### src/phasealign_pkg.sv
package phasealign_pkg;

  ////////////////////////////////
  // tmds words and control codes
  ////////////////////////////////
  typedef logic [9:0] word_t;                        // one 10-bit tmds character

  localparam word_t CTRL_TOKEN0 = 10'b1101010100;    // c1c0 = 00
  localparam word_t CTRL_TOKEN1 = 10'b0010101011;    // c1c0 = 01
  localparam word_t CTRL_TOKEN2 = 10'b0101010100;    // c1c0 = 10
  localparam word_t CTRL_TOKEN3 = 10'b1010101011;    // c1c0 = 11

  ////////////////////////////////
  // phase bookkeeping
  ////////////////////////////////
  localparam int PS_CNT_W = 10;                      // msb doubles as the range limit
  typedef logic [PS_CNT_W-1:0] phase_t;

  // open-eye run length that makes the eye valid (counter value, not phases)
  localparam logic [3:0] OPENEYE_FULL = 4'd4;

  // one-hot alignment states
  typedef enum logic [10:0] {
    IDLE      = 11'b1 << 0,   // search for blanking at this phase
    RCVDCTKN  = 11'b1 << 1,   // token seen, counting the run
    EYEOPENS  = 11'b1 << 2,   // phase is open eye
    JTRZONE   = 11'b1 << 3,   // phase is jitter zone
    PSINC     = 11'b1 << 4,   // issue increment
    PSINCDONE = 11'b1 << 5,   // wait psdone after increment
    TESTOVFLW = 11'b1 << 6,   // look at shifter overflow
    PSDEC     = 11'b1 << 7,   // issue decrement
    PSDECDONE = 11'b1 << 8,   // wait psdone after decrement
    PSALGND   = 11'b1 << 9,   // aligned, terminal
    PSALGNERR = 11'b1 << 10   // failed, terminal
  } align_state_t;

endpackage

### src/align_step_if.sv
`timescale 1ns/10ps

// step and mark strobes from the fsm, eye status back from the tracker
interface align_step_if;

  logic                   step_inc;          // increment issued, same cycle as psen
  logic                   step_dec;          // decrement issued, same cycle as psen
  logic                   eye_mark;          // current phase is open eye
  logic                   jtr_mark;          // current phase is jitter zone

  logic                   found_vld_openeye; // long enough open-eye run seen
  logic                   ps_cnt_full;       // phase counter hit half range
  logic                   center_reached;    // phase sits at the eye center
  phasealign_pkg::phase_t ps_cnt;            // current phase position

  modport fsm (
    output step_inc, step_dec, eye_mark, jtr_mark,
    input  found_vld_openeye, ps_cnt_full, center_reached
  );

  modport tracker (
    input  step_inc, step_dec, eye_mark, jtr_mark,
    output found_vld_openeye, ps_cnt_full, center_reached, ps_cnt
  );

  // observer view for debug probes
  modport mon (
    input step_inc, step_dec, eye_mark, jtr_mark,
    input found_vld_openeye, ps_cnt_full, center_reached, ps_cnt
  );

endinterface

### src/align_fsm.sv
`timescale 1ns/10ps

// phase alignment state machine, drives the shifter and the result flags
module align_fsm (
  input  logic       clk,
  input  logic       rst,
  input  logic       rcvd_ctkn,   // token on the stream
  input  logic       blnkbgn,     // token run starts
  input  logic       srch_tout,   // no blanking found in time
  input  logic       cnt_tout,    // token run long enough
  input  logic       psdone,      // shifter finished a step
  input  logic       dcm_ovflw,   // shifter at end of range
  output logic       srch_rst,
  output logic       cnt_rst,
  output logic       psen,
  output logic       psincdec,    // 1 = increment, valid with psen
  output logic       psaligned,
  output logic       psalgnerr,
  align_step_if.fsm  step
);

  phasealign_pkg::align_state_t cstate;
  phasealign_pkg::align_state_t nstate;

  always_ff @(posedge clk or posedge rst) begin
    if (rst) begin
      cstate <= phasealign_pkg::IDLE;   // counter starts at zero, no initial sweep
    end else begin
      cstate <= nstate;
    end
  end

  ////////////////////////////////
  // next state
  ////////////////////////////////
  always_comb begin
    nstate = cstate;
    unique case (cstate)
      phasealign_pkg::IDLE: begin
        if (blnkbgn)
          nstate = phasealign_pkg::RCVDCTKN;
        else if (srch_tout)
          nstate = phasealign_pkg::JTRZONE;          // no blanking at this phase
        else if (step.ps_cnt_full)
          nstate = phasealign_pkg::PSALGNERR;        // whole range tried
      end
      phasealign_pkg::RCVDCTKN: begin
        if (!rcvd_ctkn)
          nstate = phasealign_pkg::IDLE;             // run broken, keep searching
        else if (cnt_tout)
          nstate = phasealign_pkg::EYEOPENS;
      end
      phasealign_pkg::EYEOPENS:
        nstate = phasealign_pkg::PSINC;
      phasealign_pkg::JTRZONE:
        // past a valid eye the jitter zone marks its right edge
        nstate = step.found_vld_openeye ? phasealign_pkg::PSDEC : phasealign_pkg::PSINC;
      phasealign_pkg::PSINC:
        nstate = phasealign_pkg::PSINCDONE;
      phasealign_pkg::PSINCDONE: begin
        if (psdone)
          nstate = phasealign_pkg::TESTOVFLW;
      end
      phasealign_pkg::TESTOVFLW:
        nstate = dcm_ovflw ? phasealign_pkg::PSALGNERR : phasealign_pkg::IDLE;
      phasealign_pkg::PSDEC:
        nstate = phasealign_pkg::PSDECDONE;
      phasealign_pkg::PSDECDONE: begin
        if (psdone)
          nstate = step.center_reached ? phasealign_pkg::PSALGND : phasealign_pkg::PSDEC;
      end
      phasealign_pkg::PSALGND:   nstate = phasealign_pkg::PSALGND;
      phasealign_pkg::PSALGNERR: nstate = phasealign_pkg::PSALGNERR;
      default:                   nstate = phasealign_pkg::IDLE;
    endcase
  end

  ////////////////////////////////
  // registered outputs per state
  ////////////////////////////////
  always_ff @(posedge clk or posedge rst) begin
    if (rst) begin
      psen          <= 1'b0;
      psincdec      <= 1'b0;
      psaligned     <= 1'b0;
      psalgnerr     <= 1'b0;
      srch_rst      <= 1'b1;   // timers held until first idle
      cnt_rst       <= 1'b1;
      step.step_inc <= 1'b0;
      step.step_dec <= 1'b0;
      step.eye_mark <= 1'b0;
      step.jtr_mark <= 1'b0;
    end else begin
      psen          <= 1'b0;   // strobes last one cycle
      step.step_inc <= 1'b0;
      step.step_dec <= 1'b0;
      step.eye_mark <= 1'b0;
      step.jtr_mark <= 1'b0;
      srch_rst      <= 1'b1;   // timers only run while searching
      cnt_rst       <= 1'b1;
      unique case (cstate)
        phasealign_pkg::IDLE: srch_rst <= 1'b0;
        phasealign_pkg::RCVDCTKN: begin
          srch_rst <= 1'b0;
          cnt_rst  <= 1'b0;    // count the run
        end
        phasealign_pkg::EYEOPENS: step.eye_mark <= 1'b1;
        phasealign_pkg::JTRZONE:  step.jtr_mark <= 1'b1;
        phasealign_pkg::PSINC: begin
          psen          <= 1'b1;
          psincdec      <= 1'b1;
          step.step_inc <= 1'b1;
        end
        phasealign_pkg::PSDEC: begin
          psen          <= 1'b1;
          psincdec      <= 1'b0;
          step.step_dec <= 1'b1;
        end
        phasealign_pkg::PSALGND:   psaligned <= 1'b1;   // sticky, terminal state
        phasealign_pkg::PSALGNERR: psalgnerr <= 1'b1;
        default: ;
      endcase
    end
  end

  // every step waits in a done state, so psen can never repeat at once
  a_psen_pulse: assert property (@(posedge clk) disable iff (rst) psen |=> !psen)
    else $error("psen high for two cycles");

  a_result_excl: assert property (@(posedge clk) disable iff (rst)
    !(psaligned && psalgnerr))
    else $error("psaligned and psalgnerr both set");

endmodule

### src/blank_timers.sv
`timescale 1ns/10ps

// search timer for blanking and run-length counter for control tokens
module blank_timers #(
  parameter int CTKN_CNT_W   = 4,   // run of 2^CTKN_CNT_W tokens counts as blanking
  parameter int SRCH_TIMER_W = 23   // search gives up after 2^SRCH_TIMER_W cycles
) (
  input  logic clk,
  input  logic rst,
  input  logic srch_rst,            // hold search timer at zero
  input  logic cnt_rst,             // hold token counter at zero
  output logic srch_tout,           // search timer wrapped
  output logic cnt_tout             // enough tokens in a row
);

  logic [SRCH_TIMER_W-1:0] srch_timer;
  logic [CTKN_CNT_W-1:0]   ctkn_cnt;

  ////////////////////////////////
  // control token search timer
  ////////////////////////////////
  // dvi blanking repeats at least every 50 ms, default width covers more than that
  always_ff @(posedge clk or posedge rst) begin
    if (rst) begin
      srch_timer <= '0;
      srch_tout  <= 1'b0;
    end else begin
      srch_timer <= srch_rst ? '0 : srch_timer + 1'b1;       // free running otherwise
      srch_tout  <= (srch_timer == '1) && !srch_rst;         // clear wins over a late hit
    end
  end

  ////////////////////////////////
  // control token run counter
  ////////////////////////////////
  always_ff @(posedge clk or posedge rst) begin
    if (rst) begin
      ctkn_cnt <= '0;
      cnt_tout <= 1'b0;
    end else begin
      ctkn_cnt <= cnt_rst ? '0 : ctkn_cnt + 1'b1;
      cnt_tout <= (ctkn_cnt == '1);                          // registered all-ones
    end
  end

  // a broken run must never look like a full one to the fsm
  a_cnt_tout_after_rst: assert property (@(posedge clk) disable iff (rst)
    cnt_rst |=> !cnt_tout)
    else $error("cnt_tout high right after cnt_rst");

endmodule

### src/ctrl_token_detect.sv
`timescale 1ns/10ps

// finds control tokens in the captured word stream and flags the start of a run
module ctrl_token_detect (
  input  logic                  clk,
  input  logic                  rst,
  input  phasealign_pkg::word_t sdata,      // word from the recovered clock domain
  output logic                  rcvd_ctkn,  // token present, 3 cycles behind sdata
  output logic                  blnkbgn     // one pulse on the first token of a run
);

  phasealign_pkg::word_t sdata_q;           // input stage, eases timing off the serdes
  logic [3:0]            tkn_q;             // one registered match per token
  logic                  rcvd_ctkn_q;       // delayed copy for edge detect
  logic                  sdata_tkn;         // raw input is one of the four codes

  ////////////////////////////////
  // token match pipeline
  ////////////////////////////////
  always_ff @(posedge clk or posedge rst) begin
    if (rst) begin
      sdata_q     <= '0;
      tkn_q       <= '0;
      rcvd_ctkn   <= 1'b0;
      rcvd_ctkn_q <= 1'b0;
      blnkbgn     <= 1'b0;
    end else begin
      sdata_q     <= sdata;
      tkn_q[0]    <= (sdata_q == phasealign_pkg::CTRL_TOKEN0);
      tkn_q[1]    <= (sdata_q == phasealign_pkg::CTRL_TOKEN1);
      tkn_q[2]    <= (sdata_q == phasealign_pkg::CTRL_TOKEN2);
      tkn_q[3]    <= (sdata_q == phasealign_pkg::CTRL_TOKEN3);
      rcvd_ctkn   <= |tkn_q;                       // any of the four codes
      rcvd_ctkn_q <= rcvd_ctkn;
      blnkbgn     <= rcvd_ctkn & ~rcvd_ctkn_q;     // rising edge of the run
    end
  end

  // the first token of a run reaches blnkbgn four cycles after it sat on sdata
  assign sdata_tkn = (sdata == phasealign_pkg::CTRL_TOKEN0) ||
                     (sdata == phasealign_pkg::CTRL_TOKEN1) ||
                     (sdata == phasealign_pkg::CTRL_TOKEN2) ||
                     (sdata == phasealign_pkg::CTRL_TOKEN3);

  a_blnkbgn_latency: assert property (@(posedge clk) disable iff (rst)
    blnkbgn |-> $past(sdata_tkn, 4))
    else $error("blnkbgn without a token on sdata four cycles earlier");

endmodule

### src/phase_tracker.sv
`timescale 1ns/10ps

// tracks the phase position and decides where the eye is
module phase_tracker (
  input logic           clk,
  input logic           rst,
  align_step_if.tracker step
);

  phasealign_pkg::phase_t            ps_cnt;            // steps taken from reset
  phasealign_pkg::phase_t            openeye_bgn;       // first phase of current eye run
  phasealign_pkg::phase_t            jtrzone_bgn;       // first jitter phase past the eye
  phasealign_pkg::phase_t            last_openeye_pos;  // phase of latest open-eye mark
  phasealign_pkg::phase_t            eye_delta;         // distance to latest open eye
  logic [3:0]                        openeye_cnt;       // consecutive open-eye steps
  logic                              found_jtrzone;     // a jitter zone came first
  logic [phasealign_pkg::PS_CNT_W:0] bgn_sum;           // extra bit keeps the carry
  phasealign_pkg::phase_t            center;            // floor of the eye mean

  assign step.ps_cnt = ps_cnt;

  ////////////////////////////////
  // phase step counter
  ////////////////////////////////
  always_ff @(posedge clk or posedge rst) begin
    if (rst) begin
      ps_cnt           <= '0;
      step.ps_cnt_full <= 1'b0;
    end else begin
      if (step.step_inc) begin
        ps_cnt <= ps_cnt + 1'b1;
      end else if (step.step_dec) begin
        ps_cnt <= ps_cnt - 1'b1;
      end
      step.ps_cnt_full <= ps_cnt[phasealign_pkg::PS_CNT_W-1];  // half range is the limit
    end
  end

  ////////////////////////////////
  // eye and jitter bookkeeping
  ////////////////////////////////
  assign eye_delta = ps_cnt - last_openeye_pos;

  always_ff @(posedge clk or posedge rst) begin
    if (rst) begin
      openeye_bgn            <= '0;
      jtrzone_bgn            <= '0;
      last_openeye_pos       <= '0;
      openeye_cnt            <= '0;
      found_jtrzone          <= 1'b0;
      step.found_vld_openeye <= 1'b0;
    end else begin
      if (step.jtr_mark) begin
        jtrzone_bgn   <= ps_cnt;
        found_jtrzone <= 1'b1;
      end
      if (step.eye_mark) begin
        // only runs that start after a jitter zone are measured
        if (found_jtrzone) begin
          if (eye_delta == phasealign_pkg::phase_t'(1)) begin
            openeye_cnt <= openeye_cnt + 4'd1;
            if (openeye_cnt == phasealign_pkg::OPENEYE_FULL) begin
              step.found_vld_openeye <= 1'b1;           // sticky until rst
            end
          end else begin
            openeye_bgn <= ps_cnt;                      // run broken, start over here
            openeye_cnt <= '0;
          end
        end
        last_openeye_pos <= ps_cnt;
      end
    end
  end

  ////////////////////////////////
  // center compare
  ////////////////////////////////
  // (openeye_bgn + jtrzone_bgn) / 2, jtrzone_bgn always above openeye_bgn
  assign bgn_sum = {1'b0, openeye_bgn} + {1'b0, jtrzone_bgn};
  assign center  = bgn_sum[phasealign_pkg::PS_CNT_W:1];

  always_ff @(posedge clk or posedge rst) begin
    if (rst) begin
      step.center_reached <= 1'b0;
    end else begin
      step.center_reached <= (ps_cnt == center);   // one cycle behind the counter
    end
  end

  // the fsm issues one step at a time
  a_single_step: assert property (@(posedge clk) disable iff (rst)
    !(step.step_inc && step.step_dec))
    else $error("step_inc and step_dec together");

endmodule

### src/phasealign_top.sv
`timescale 1ns/10ps

// tmds channel phase aligner, steps an external shifter to the eye center
module phasealign_top #(
  parameter int CTKN_CNT_W   = 4,    // 16 tokens make a blanking period
  parameter int SRCH_TIMER_W = 23    // about 100 ms at 74.25 MHz
) (
  input  logic                  clk,
  input  logic                  rst,
  input  phasealign_pkg::word_t sdata,        // captured 10-bit word
  input  logic                  psdone,
  input  logic                  dcm_ovflw,
  output logic                  psen,
  output logic                  psincdec,
  output logic                  psaligned,
  output logic                  psalgnerr,
  output logic                  found_vld_openeye
);

  logic rcvd_ctkn;
  logic blnkbgn;
  logic srch_rst;
  logic cnt_rst;
  logic srch_tout;
  logic cnt_tout;

  align_step_if step_bus ();            // fsm <-> tracker

  assign found_vld_openeye = step_bus.found_vld_openeye;

  ////////////////////////////////
  // datapath
  ////////////////////////////////
  ctrl_token_detect ctkn_det_i (
    .clk       (clk),
    .rst       (rst),
    .sdata     (sdata),
    .rcvd_ctkn (rcvd_ctkn),
    .blnkbgn   (blnkbgn)
  );

  blank_timers #(
    .CTKN_CNT_W   (CTKN_CNT_W),
    .SRCH_TIMER_W (SRCH_TIMER_W)
  ) timers_i (
    .clk       (clk),
    .rst       (rst),
    .srch_rst  (srch_rst),
    .cnt_rst   (cnt_rst),
    .srch_tout (srch_tout),
    .cnt_tout  (cnt_tout)
  );

  phase_tracker tracker_i (
    .clk  (clk),
    .rst  (rst),
    .step (step_bus.tracker)
  );

  ////////////////////////////////
  // control
  ////////////////////////////////
  align_fsm fsm_i (
    .clk       (clk),
    .rst       (rst),
    .rcvd_ctkn (rcvd_ctkn),
    .blnkbgn   (blnkbgn),
    .srch_tout (srch_tout),
    .cnt_tout  (cnt_tout),
    .psdone    (psdone),
    .dcm_ovflw (dcm_ovflw),
    .srch_rst  (srch_rst),
    .cnt_rst   (cnt_rst),
    .psen      (psen),
    .psincdec  (psincdec),
    .psaligned (psaligned),
    .psalgnerr (psalgnerr),
    .step      (step_bus.fsm)
  );

endmodule
### config.mk
export PLATFORM = sky130hd
export DESIGN_NAME = phasealign_top
export DESIGN_NICKNAME = d
export VERILOG_FILES = /design/src/phasealign_pkg.sv /design/src/align_step_if.sv /design/src/align_fsm.sv /design/src/blank_timers.sv /design/src/ctrl_token_detect.sv /design/src/phase_tracker.sv /design/src/phasealign_top.sv
export SDC_FILE = /design/constraint.sdc
export NUM_CORES = 1
export LEC_CHECK = 0
export ABC_AREA = 1
export BUFFER_PORTS_ARGS = -buffer_cell sky130_fd_sc_hd__clkbuf_2
export CAP_MARGIN = 20
export CORE_MARGIN = 4
export CORE_UTILIZATION = 50
export CTS_BUF_LIST = sky130_fd_sc_hd__clkbuf_8 sky130_fd_sc_hd__clkbuf_16
export DETAILED_ROUTE_END_ITERATION = 8
export PLACE_DENSITY = 0.67
export SYNTH_ARGS = -nofsm -noshare
export SYNTH_HDL_FRONTEND = slang
export SYNTH_SLANG_ARGS = --single-unit
### constraint.sdc
create_clock -name clk -period 6.57 [get_ports clk]
set_input_delay 1.6425 -clock clk [delete_from_list [all_inputs] [get_ports clk]]
set_output_delay 1.6425 -clock clk [all_outputs]
set_load 0.005 [all_outputs]
==> results.cfg, run 1 <==
[drt]
initialDrtViolationCount = 268
ant_nets = 0
wl_per_cell_um = 12.7
drt_wl_total_um = 12700
num_vias = 5058
via_per_inst = 5.05
drt-pass1-iter-count = 5
drc = 0

[logic_synthesis]
synthesis.nets = 841
syn_area_per_cell_sq_um = 8.00
async_reset_ff_share_pct = 100
synth_ff_type = dfrtp_1
ys_seq_elements = 115
synth_cell_types = 44
synth_edf_count = 0
syn_area_sq_um = 6350
ys_warn_count = 0
syn_inst = 794
yosysSeqAreaShare_pct = 45.4

[setup_path]
path_delay_family = simple AND/OR/NAND/NOR gates
crit_required_ps = 6910
cp_cell_sequence = inv_1 -> ha_1 -> fa_1 -> inv_1 -> nand2_1 -> nand2_1 -> nand3_1 -> nand2_1 -> nand2_1 -> nand2_1 -> nand3_1 -> nor2_2 -> nand2_2 -> nand2_2 -> inv_1 -> nor2_1
r2r_slack_ps = 3830
cpPeakStageDelay_ps = 480
startpoint = tracker_i.step.ps_cnt[0]
rr_endpoint = tracker_i.openeye_cnt[2]
crit_top_cell = nand2_1
cpMaxStageDelayCell = dfrtp_1
crit_path_max_fanout = 13
arrival_ps = 3080
worst-setup-path-type = reg -> reg
ff2ff_path_depth = 16
reg2reg_from = tracker_i.step.ps_cnt[0]
critPathLaunchType = register
crit_path_end_kind = register
cp.buffers_inverters = 3

[finish]
layout-drive-gt1-share_pct = 10.1
area_growth_pct = 13.4
final_area_sq_um = 7200
utilization_pct = 58.9
num-nets-final = 868
antenna_cells = 0
instances_no_fill = 1002

[cts]
clkTransAtPathRegs_ps = 60
post_cts_resized = 0
cts_setup_buffers = 0
h-tree-depth = 4
cts.sinks = 115
cts_tree = yes
root_buffer = clkbuf_16
cts_buffer_depth = 2
ctsHoldBuffers = 0
cts_made_buffers = 17
insertion_delay_ps = 410

[timing]
fin_crit_ps = 2740
relSlewSlack_pct = 40.1
fmax_mhz = 365
drv_slew = 0
skew_ps = 9.72
worst_slew_pin_slew_ps = 896
setup-tns-final_ps = 0
rsz0062_at_grt = no
finalHoldViolations = 0
setup_violations = 0
period_share_pct = 41.7
hold_ws_ps = 405
fin_ws_ps = 3830

[floorplanning]
coreArea_sq_um = 12200
io_pins = 19
initial_utilization_pct = 52.0
fp.dieH_um = 121
chipWidth_um = 121
die_area_sq_um = 14600
rows = 40

[power]
total_power_mw = 1.81
power_density_nw_per_um2 = 251
total_leakage_power_nw = 3.73
ir_drop_v = 0.000181

[min_path]
hp-class = reg -> reg
whs_endpoint = ctkn_det_i.blnkbgn
min_from = ctkn_det_i.rcvd_ctkn_q
min_path_cells = 1

[grt]
grtUsageTotal_pct = 19.1
grt_pass1_vias = 5002
grt_antenna_before_repair = 0
grt.overflow.total = 0
grt_pass1_wl_um = 22500
grt_max_degree = 67

[place]
pre_cts_ws_ps = 3520
hpwl_um = 9290
io_buffers = 18
gp_congestion = 0.867
dpl-instance-area_sq_um = 6600
dp.cells = 970

[outcome]
status = finished clean

[job]
drv_cap = 0
[final cells by class]
| cell class | instances | area (sq um) |
|---|---|---|
| Clock buffer | 18 | 439 |
| Clock inverter | 14 | 156 |
| Fill cell | 1108 | 5010 |
| Inverter | 112 | 423 |
| Multi-Input combinational cell | 556 | 2990 |
| Sequential cell | 115 | 2880 |
| Tap cell | 168 | 210 |
| Timing Repair Buffer | 19 | 97.6 |
[cells in the final DEF, fill, tap and decap left out, drive strengths merged, types with 2 or more instances in the layout]
master / netlist / layout
clkbuf: 8 / 36
nor2: 100 / 100
a31oi: 2 / 2
nand3b: 6 / 6
o211ai: 2 / 2
ha: 30 / 30
nand3: 57 / 57
xnor2: 11 / 11
clkinv: 0 / 6
xor2: 21 / 21
o21ai: 25 / 25
clkinvlp: 0 / 4
dfstp: 3 / 3
inv: 112 / 114
nand4: 21 / 21
dfrtp: 112 / 112
bufinv: 0 / 2
a21oi: 21 / 21
a21o: 2 / 2
nor4: 7 / 7
fa: 3 / 3
nor3b: 6 / 6
nand2: 217 / 217
o22ai: 3 / 3
nor3: 12 / 12
or2: 3 / 3
[Yosys cell counts, drive strengths merged, types with 6 or more instances]
library cell / number / area (sq um)
nand2: 217 / 832
a21oi: 21 / 105
xor2: 21 / 184
nor3: 12 / 71.3
nor2: 100 / 405
clkbuf: 8 / 31.3
nor4: 7 / 43.8
nor3b: 6 / 61.3
dfrtp: 112 / 2800
ha: 30 / 375
nand3b: 6 / 45.0
xnor2: 11 / 96.3
o21ai: 25 / 125
nand3: 57 / 295
inv: 112 / 420
nand4: 21 / 131
[worst max path at each step]
stage / to / cells past startpoint
2_1_floorplan: ctkn_det_i.blnkbgn / 1
3_3_place_gp: tracker_i.jtrzone_bgn[3] / 3
3_5_place_dp: tracker_i.openeye_bgn[3] / 3
4_1_cts: tracker_i.openeye_cnt[2] / 16
5_1_grt: tracker_i.openeye_cnt[2] / 16
6_report: tracker_i.openeye_cnt[2] / 16
[state kept, by name, summed over array words and instances, names as in the netlist, 4 cells and up]
| register | count |
|---|---|
| ctkn_det_i.sdata_q | 10 |
| tracker_i.step.ps_cnt | 10 |
| fsm_i.cstate | 11 |
| ctkn_det_i.tkn_q | 4 |
| tracker_i.openeye_cnt | 4 |
| timers_i.ctkn_cnt | 4 |
| tracker_i.jtrzone_bgn | 10 |
| tracker_i.openeye_bgn | 10 |
| timers_i.srch_timer | 23 |
| tracker_i.last_openeye_pos | 10 |
[cell families (layout without fill, tap and decap cells)]
family                   after synthesis  after routing  share of synthesized area (%)
XOR/XNOR                              32             32                           4.41
buffers and inverters                123            163                           7.53
AND/OR/NAND/NOR                      431            431                           30.3
adder cells (fa/ha/maj)               33             33                           6.86
AO/OA/AOI/OAI                         60             60                           5.54
flip-flops                           115            115                           45.4
[power breakdown]
group / switching (mW) / internal, mW / leakage (nW) / total [mW]
clock network: 0.338 / 0.571 / 0.279 / 0.909
registers: 0.0381 / 0.737 / 1.56 / 0.775
logic: 0.0789 / 0.0425 / 1.89 / 0.121
[metal layers]
layer / global-route usage (%) / part of all wire [%] / vias to the layer above
li1: - / - / 2589
met1: 24.1 / 47 / 2378
met2: 32.3 / 49 / 75
met3: 3.79 / 3.1 / 16
met4: 7.15 / 0.98 / 0
met5: 0 / 0 / -
(Power assumes the default switching activity.)
==> inputs of run 2 (changes only) <==
--- a/config.mk
+++ b/config.mk
@@ -5,14 +5,14 @@
 export SDC_FILE = /design/constraint.sdc
 export NUM_CORES = 1
 export LEC_CHECK = 0
-export ABC_AREA = 1
+export ABC_AREA = 0
 export BUFFER_PORTS_ARGS = -buffer_cell sky130_fd_sc_hd__clkbuf_2
 export CAP_MARGIN = 20
 export CORE_MARGIN = 4
 export CORE_UTILIZATION = 50
 export CTS_BUF_LIST = sky130_fd_sc_hd__clkbuf_8 sky130_fd_sc_hd__clkbuf_16
 export DETAILED_ROUTE_END_ITERATION = 8
-export PLACE_DENSITY = 0.67
+export PLACE_DENSITY = 0.7
 export SYNTH_ARGS = -nofsm -noshare
 export SYNTH_HDL_FRONTEND = slang
 export SYNTH_SLANG_ARGS = --single-unit
==> constraint.sdc (replaced) <==
create_clock -name clk -period 2.3 [get_ports clk]
set_input_delay 0.575 -clock clk [delete_from_list [all_inputs] [get_ports clk]]
set_output_delay 0.575 -clock clk [all_outputs]
set_load 0.005 [all_outputs]
==> run 2 against run 1 <==
  * The run now ends with setup timing left
  * Flip-flop and latch count unchanged
  * Global-route usage is 0.68 points higher
  * Highest routed layer unchanged
  * Combinational power increased to 2.7 times the previous value
  * Cell count down 20%
  * Critical path type unchanged
  * Total power rose to 3.0 times the previous value
  * Clock power grew to 3.1 times the previous value
  * Critical endpoint is now tracker_i.openeye_bgn[0]
  * Clock skew decreased by 4.6 ps
==> results.cfg, run 2 <==
[outcome]
status = finished with violations
violations = setup timing

[floorplanning]
coreArea_sq_um = 11500
fp.dieH_um = 117
rows = 39
die_area_sq_um = 13600
io_pins = 19
chipWidth_um = 117
initial_utilization_pct = 51.4

[finish]
area_growth_pct = 25.7
seqCellArea_sq_um = 2880
layout-drive-gt1-share_pct = 26.1
multi_input_area_sq_um = 3030
mostFrequentLayoutCells = 111 x dfrtp_1, 54 x nor2_1, 53 x buf_4, 45 x nand2_1, 29 x o21ai_0
num-nets-final = 696
final_area_sq_um = 7400
fill_cells = 885
mostFrequentLayoutCell = dfrtp_1
top_regs = timers_i.srch_timer: 23 flops, fsm_i.cstate: 11 flops
largest_reg_flops = 23
utilization_pct = 64.6
regMostFlops = timers_i.srch_timer
antenna_cells = 0

[drt]
drt-pass1-iter-count = 4
top_layer = met4
met3WireLength_um = 488
wl_met2_um = 6020
initialDrtViolationCount = 254
wl_per_cell_um = 15.2
ant_nets = 0
num_vias = 4395
via_per_inst = 5.46
drt_wl_total_um = 12200
wl_met1_um = 5450
drc = 0

[timing]
drv_slew = 0
relSlewSlack_pct = 59.4
fin_ws_ps = -346
fmax_mhz = 378
fin_crit_ps = 2650
worst_slew_pin_slew_ps = 610
period_share_pct = 115
finalHoldViolations = 0
setup-tns-final_ps = -4620
skew_ps = 5.13
hold_ws_ps = 171
setup_violations = 17
rsz0062_at_grt = yes

[logic_synthesis]
synth_top_family_by_area = simple AND/OR/NAND/NOR gates
synth_cell_types = 58
synth_xor_area_share_pct = 6.84
yosysTopAreaCellShare_pct = 47.6
synth_compound_area_share_pct = 10.9
synthAdderAreaFrac_pct = 7.39
yosysMostFrequentCell = dfrtp_1
async_reset_ff_share_pct = 100
ys_warn_count = 0
synthesis.nets = 611
yosysSeqAreaShare_pct = 48.9
synth.area.top_cells = dfrtp_1 48%, ha_1 6.4%, nor2_1 3.4%
synth_common_cells = 112 x dfrtp_1, 54 x nor2_1, 45 x nand2_1
syn_area_sq_um = 5890
syn_inst = 564
synthSimpleGateAreaFrac_pct = 17.9
synth_area_leader_cell = dfrtp_1
synth_edf_count = 0
synthMuxAreaShare_pct = 5.65
synth_ff_type = dfrtp_1
ys_seq_elements = 115
syn_area_per_cell_sq_um = 10.4

[grt]
grt_pass1_vias = 4476
grt_max_degree = 70
grt_pass1_wl_um = 20900
grt_antenna_before_repair = 0
grt.overflow.total = 0
grtUsageTotal_pct = 19.8

[setup_path]
rr_endpoint = tracker_i.openeye_bgn[0]
critPathLaunchType = register
crit_path_max_fanout = 10
ff2ff_path_depth = 11
crit_required_ps = 2600
startpoint = tracker_i.step.ps_cnt[0]
reg2reg_from = tracker_i.step.ps_cnt[0]
worst-setup-path-type = reg -> reg
arrival_ps = 2940
crit_path_end_kind = register
r2r_slack_ps = -350
endpoint = tracker_i.openeye_bgn[0]

[cts]
cts_made_buffers = 17
ctsHoldBuffers = 0
cts_tree = yes
insertion_delay_ps = 410
clkTransAtPathRegs_ps = 50
root_buffer = clkbuf_16
h-tree-depth = 4
cts.sinks = 115
cts_buffer_depth = 2

[power]
total_leakage_power_nw = 3.46
power_density_nw_per_um2 = 726
ir_drop_v = 0.000717

[min_path]
hp-class = in -> async

[place]
dpl-instance-area_sq_um = 6610
pre_cts_ws_ps = -323
io_buffers = 18
hpwl_um = 8440
gp_congestion = 0.852

[job]
drv_cap = 0
-- run 2: cell types whose count changed after synthesis, sizes merged, moves of 8 or more --
cell    before  now
o21ai       25   33
nand2b       1   12
inv        112   26
nor2b        0    9
nand4       21    9
nand3       57   21
xnor2       11   23
nor2       100   54
mux2         0   23
or3          0    8
nand2      217   45
-- run 2: worst max-delay path: stages, from the launching register on --
cell	delay, ps
dfrtp_1	390
inv_4	50
ha_4	160
fa_2	370
xnor2_2	150
nor4b_2	210
o21ai_1	120
nor3b_1	180
o211ai_1	150
o31a_1	290
buf_12	160
mux2_4	300
-- run 2: area by class of cell --
cell class | instances | area share [%]
sequential | 115 | 38.9
timing repair buffer | 76 | 7.59
clock buffer | 20 | 6.30
tap | 143 | 2.42
inverter | 26 | 1.40
clock inverter | 12 | 2.40
multi-input combinational | 413 | 41.0
-- run 2: worst min path at each step --
stage,start,to,slack [ps],cells after the start
2_1_floorplan,tracker_i.step.ps_cnt[9],tracker_i.step.ps_cnt_full,350,0
3_3_place_gp,ctkn_det_i.rcvd_ctkn_q,ctkn_det_i.blnkbgn,380,1
3_5_place_dp,ctkn_det_i.rcvd_ctkn_q,ctkn_det_i.blnkbgn,390,1
4_1_cts,rst,tracker_i.jtrzone_bgn[4],170,2
5_1_grt,rst,ctkn_det_i.sdata_q[3],190,2
6_report,rst,ctkn_det_i.sdata_q[3],170,2
-- run 2: what timing repair did --
action / 4_1_cts / 5_1_grt
buffers inserted: 1 / 3
endpoints found under the hold margin: 0 / 0
resized for setup: 9 / 18
endpoints found under the setup margin: 18 / 25
pin swaps: 4 / 12
-- run 2: kinds of logic after synthesis --
| kind of cell | Yosys count |
|---|---|
| and+or+nand+nor | 208 |
| DFF | 115 |
| AOI/OAI and AO/OA | 99 |
| xor gates and xnor gates | 46 |
| buffers and inverters | 36 |
| adders and majority gates | 33 |
| muxes | 27 |
-- run 2: power breakdown --
part           internal, mW  switching [mW]
Combinational         0.132           0.200
Sequential             2.11           0.114
Clock                  1.90           0.924
-- run 2: stage by stage --
step / power [mW] / std cells
after floorplan: 2.45 / 564
after global placement: 2.55 / 769
after detailed placement: 2.57 / 769
after CTS: 5.43 / 802
after global routing: 5.59 / 805
final: 5.37 / 805
-- run 2: layer usage --
metal / track usage, % / up-vias
met2: 32.5 / 79
li1: - / 2165
met3: 4.72 / 24
met4: 7.95 / 0
met1: 25.3 / 2127
met5: 0 / -
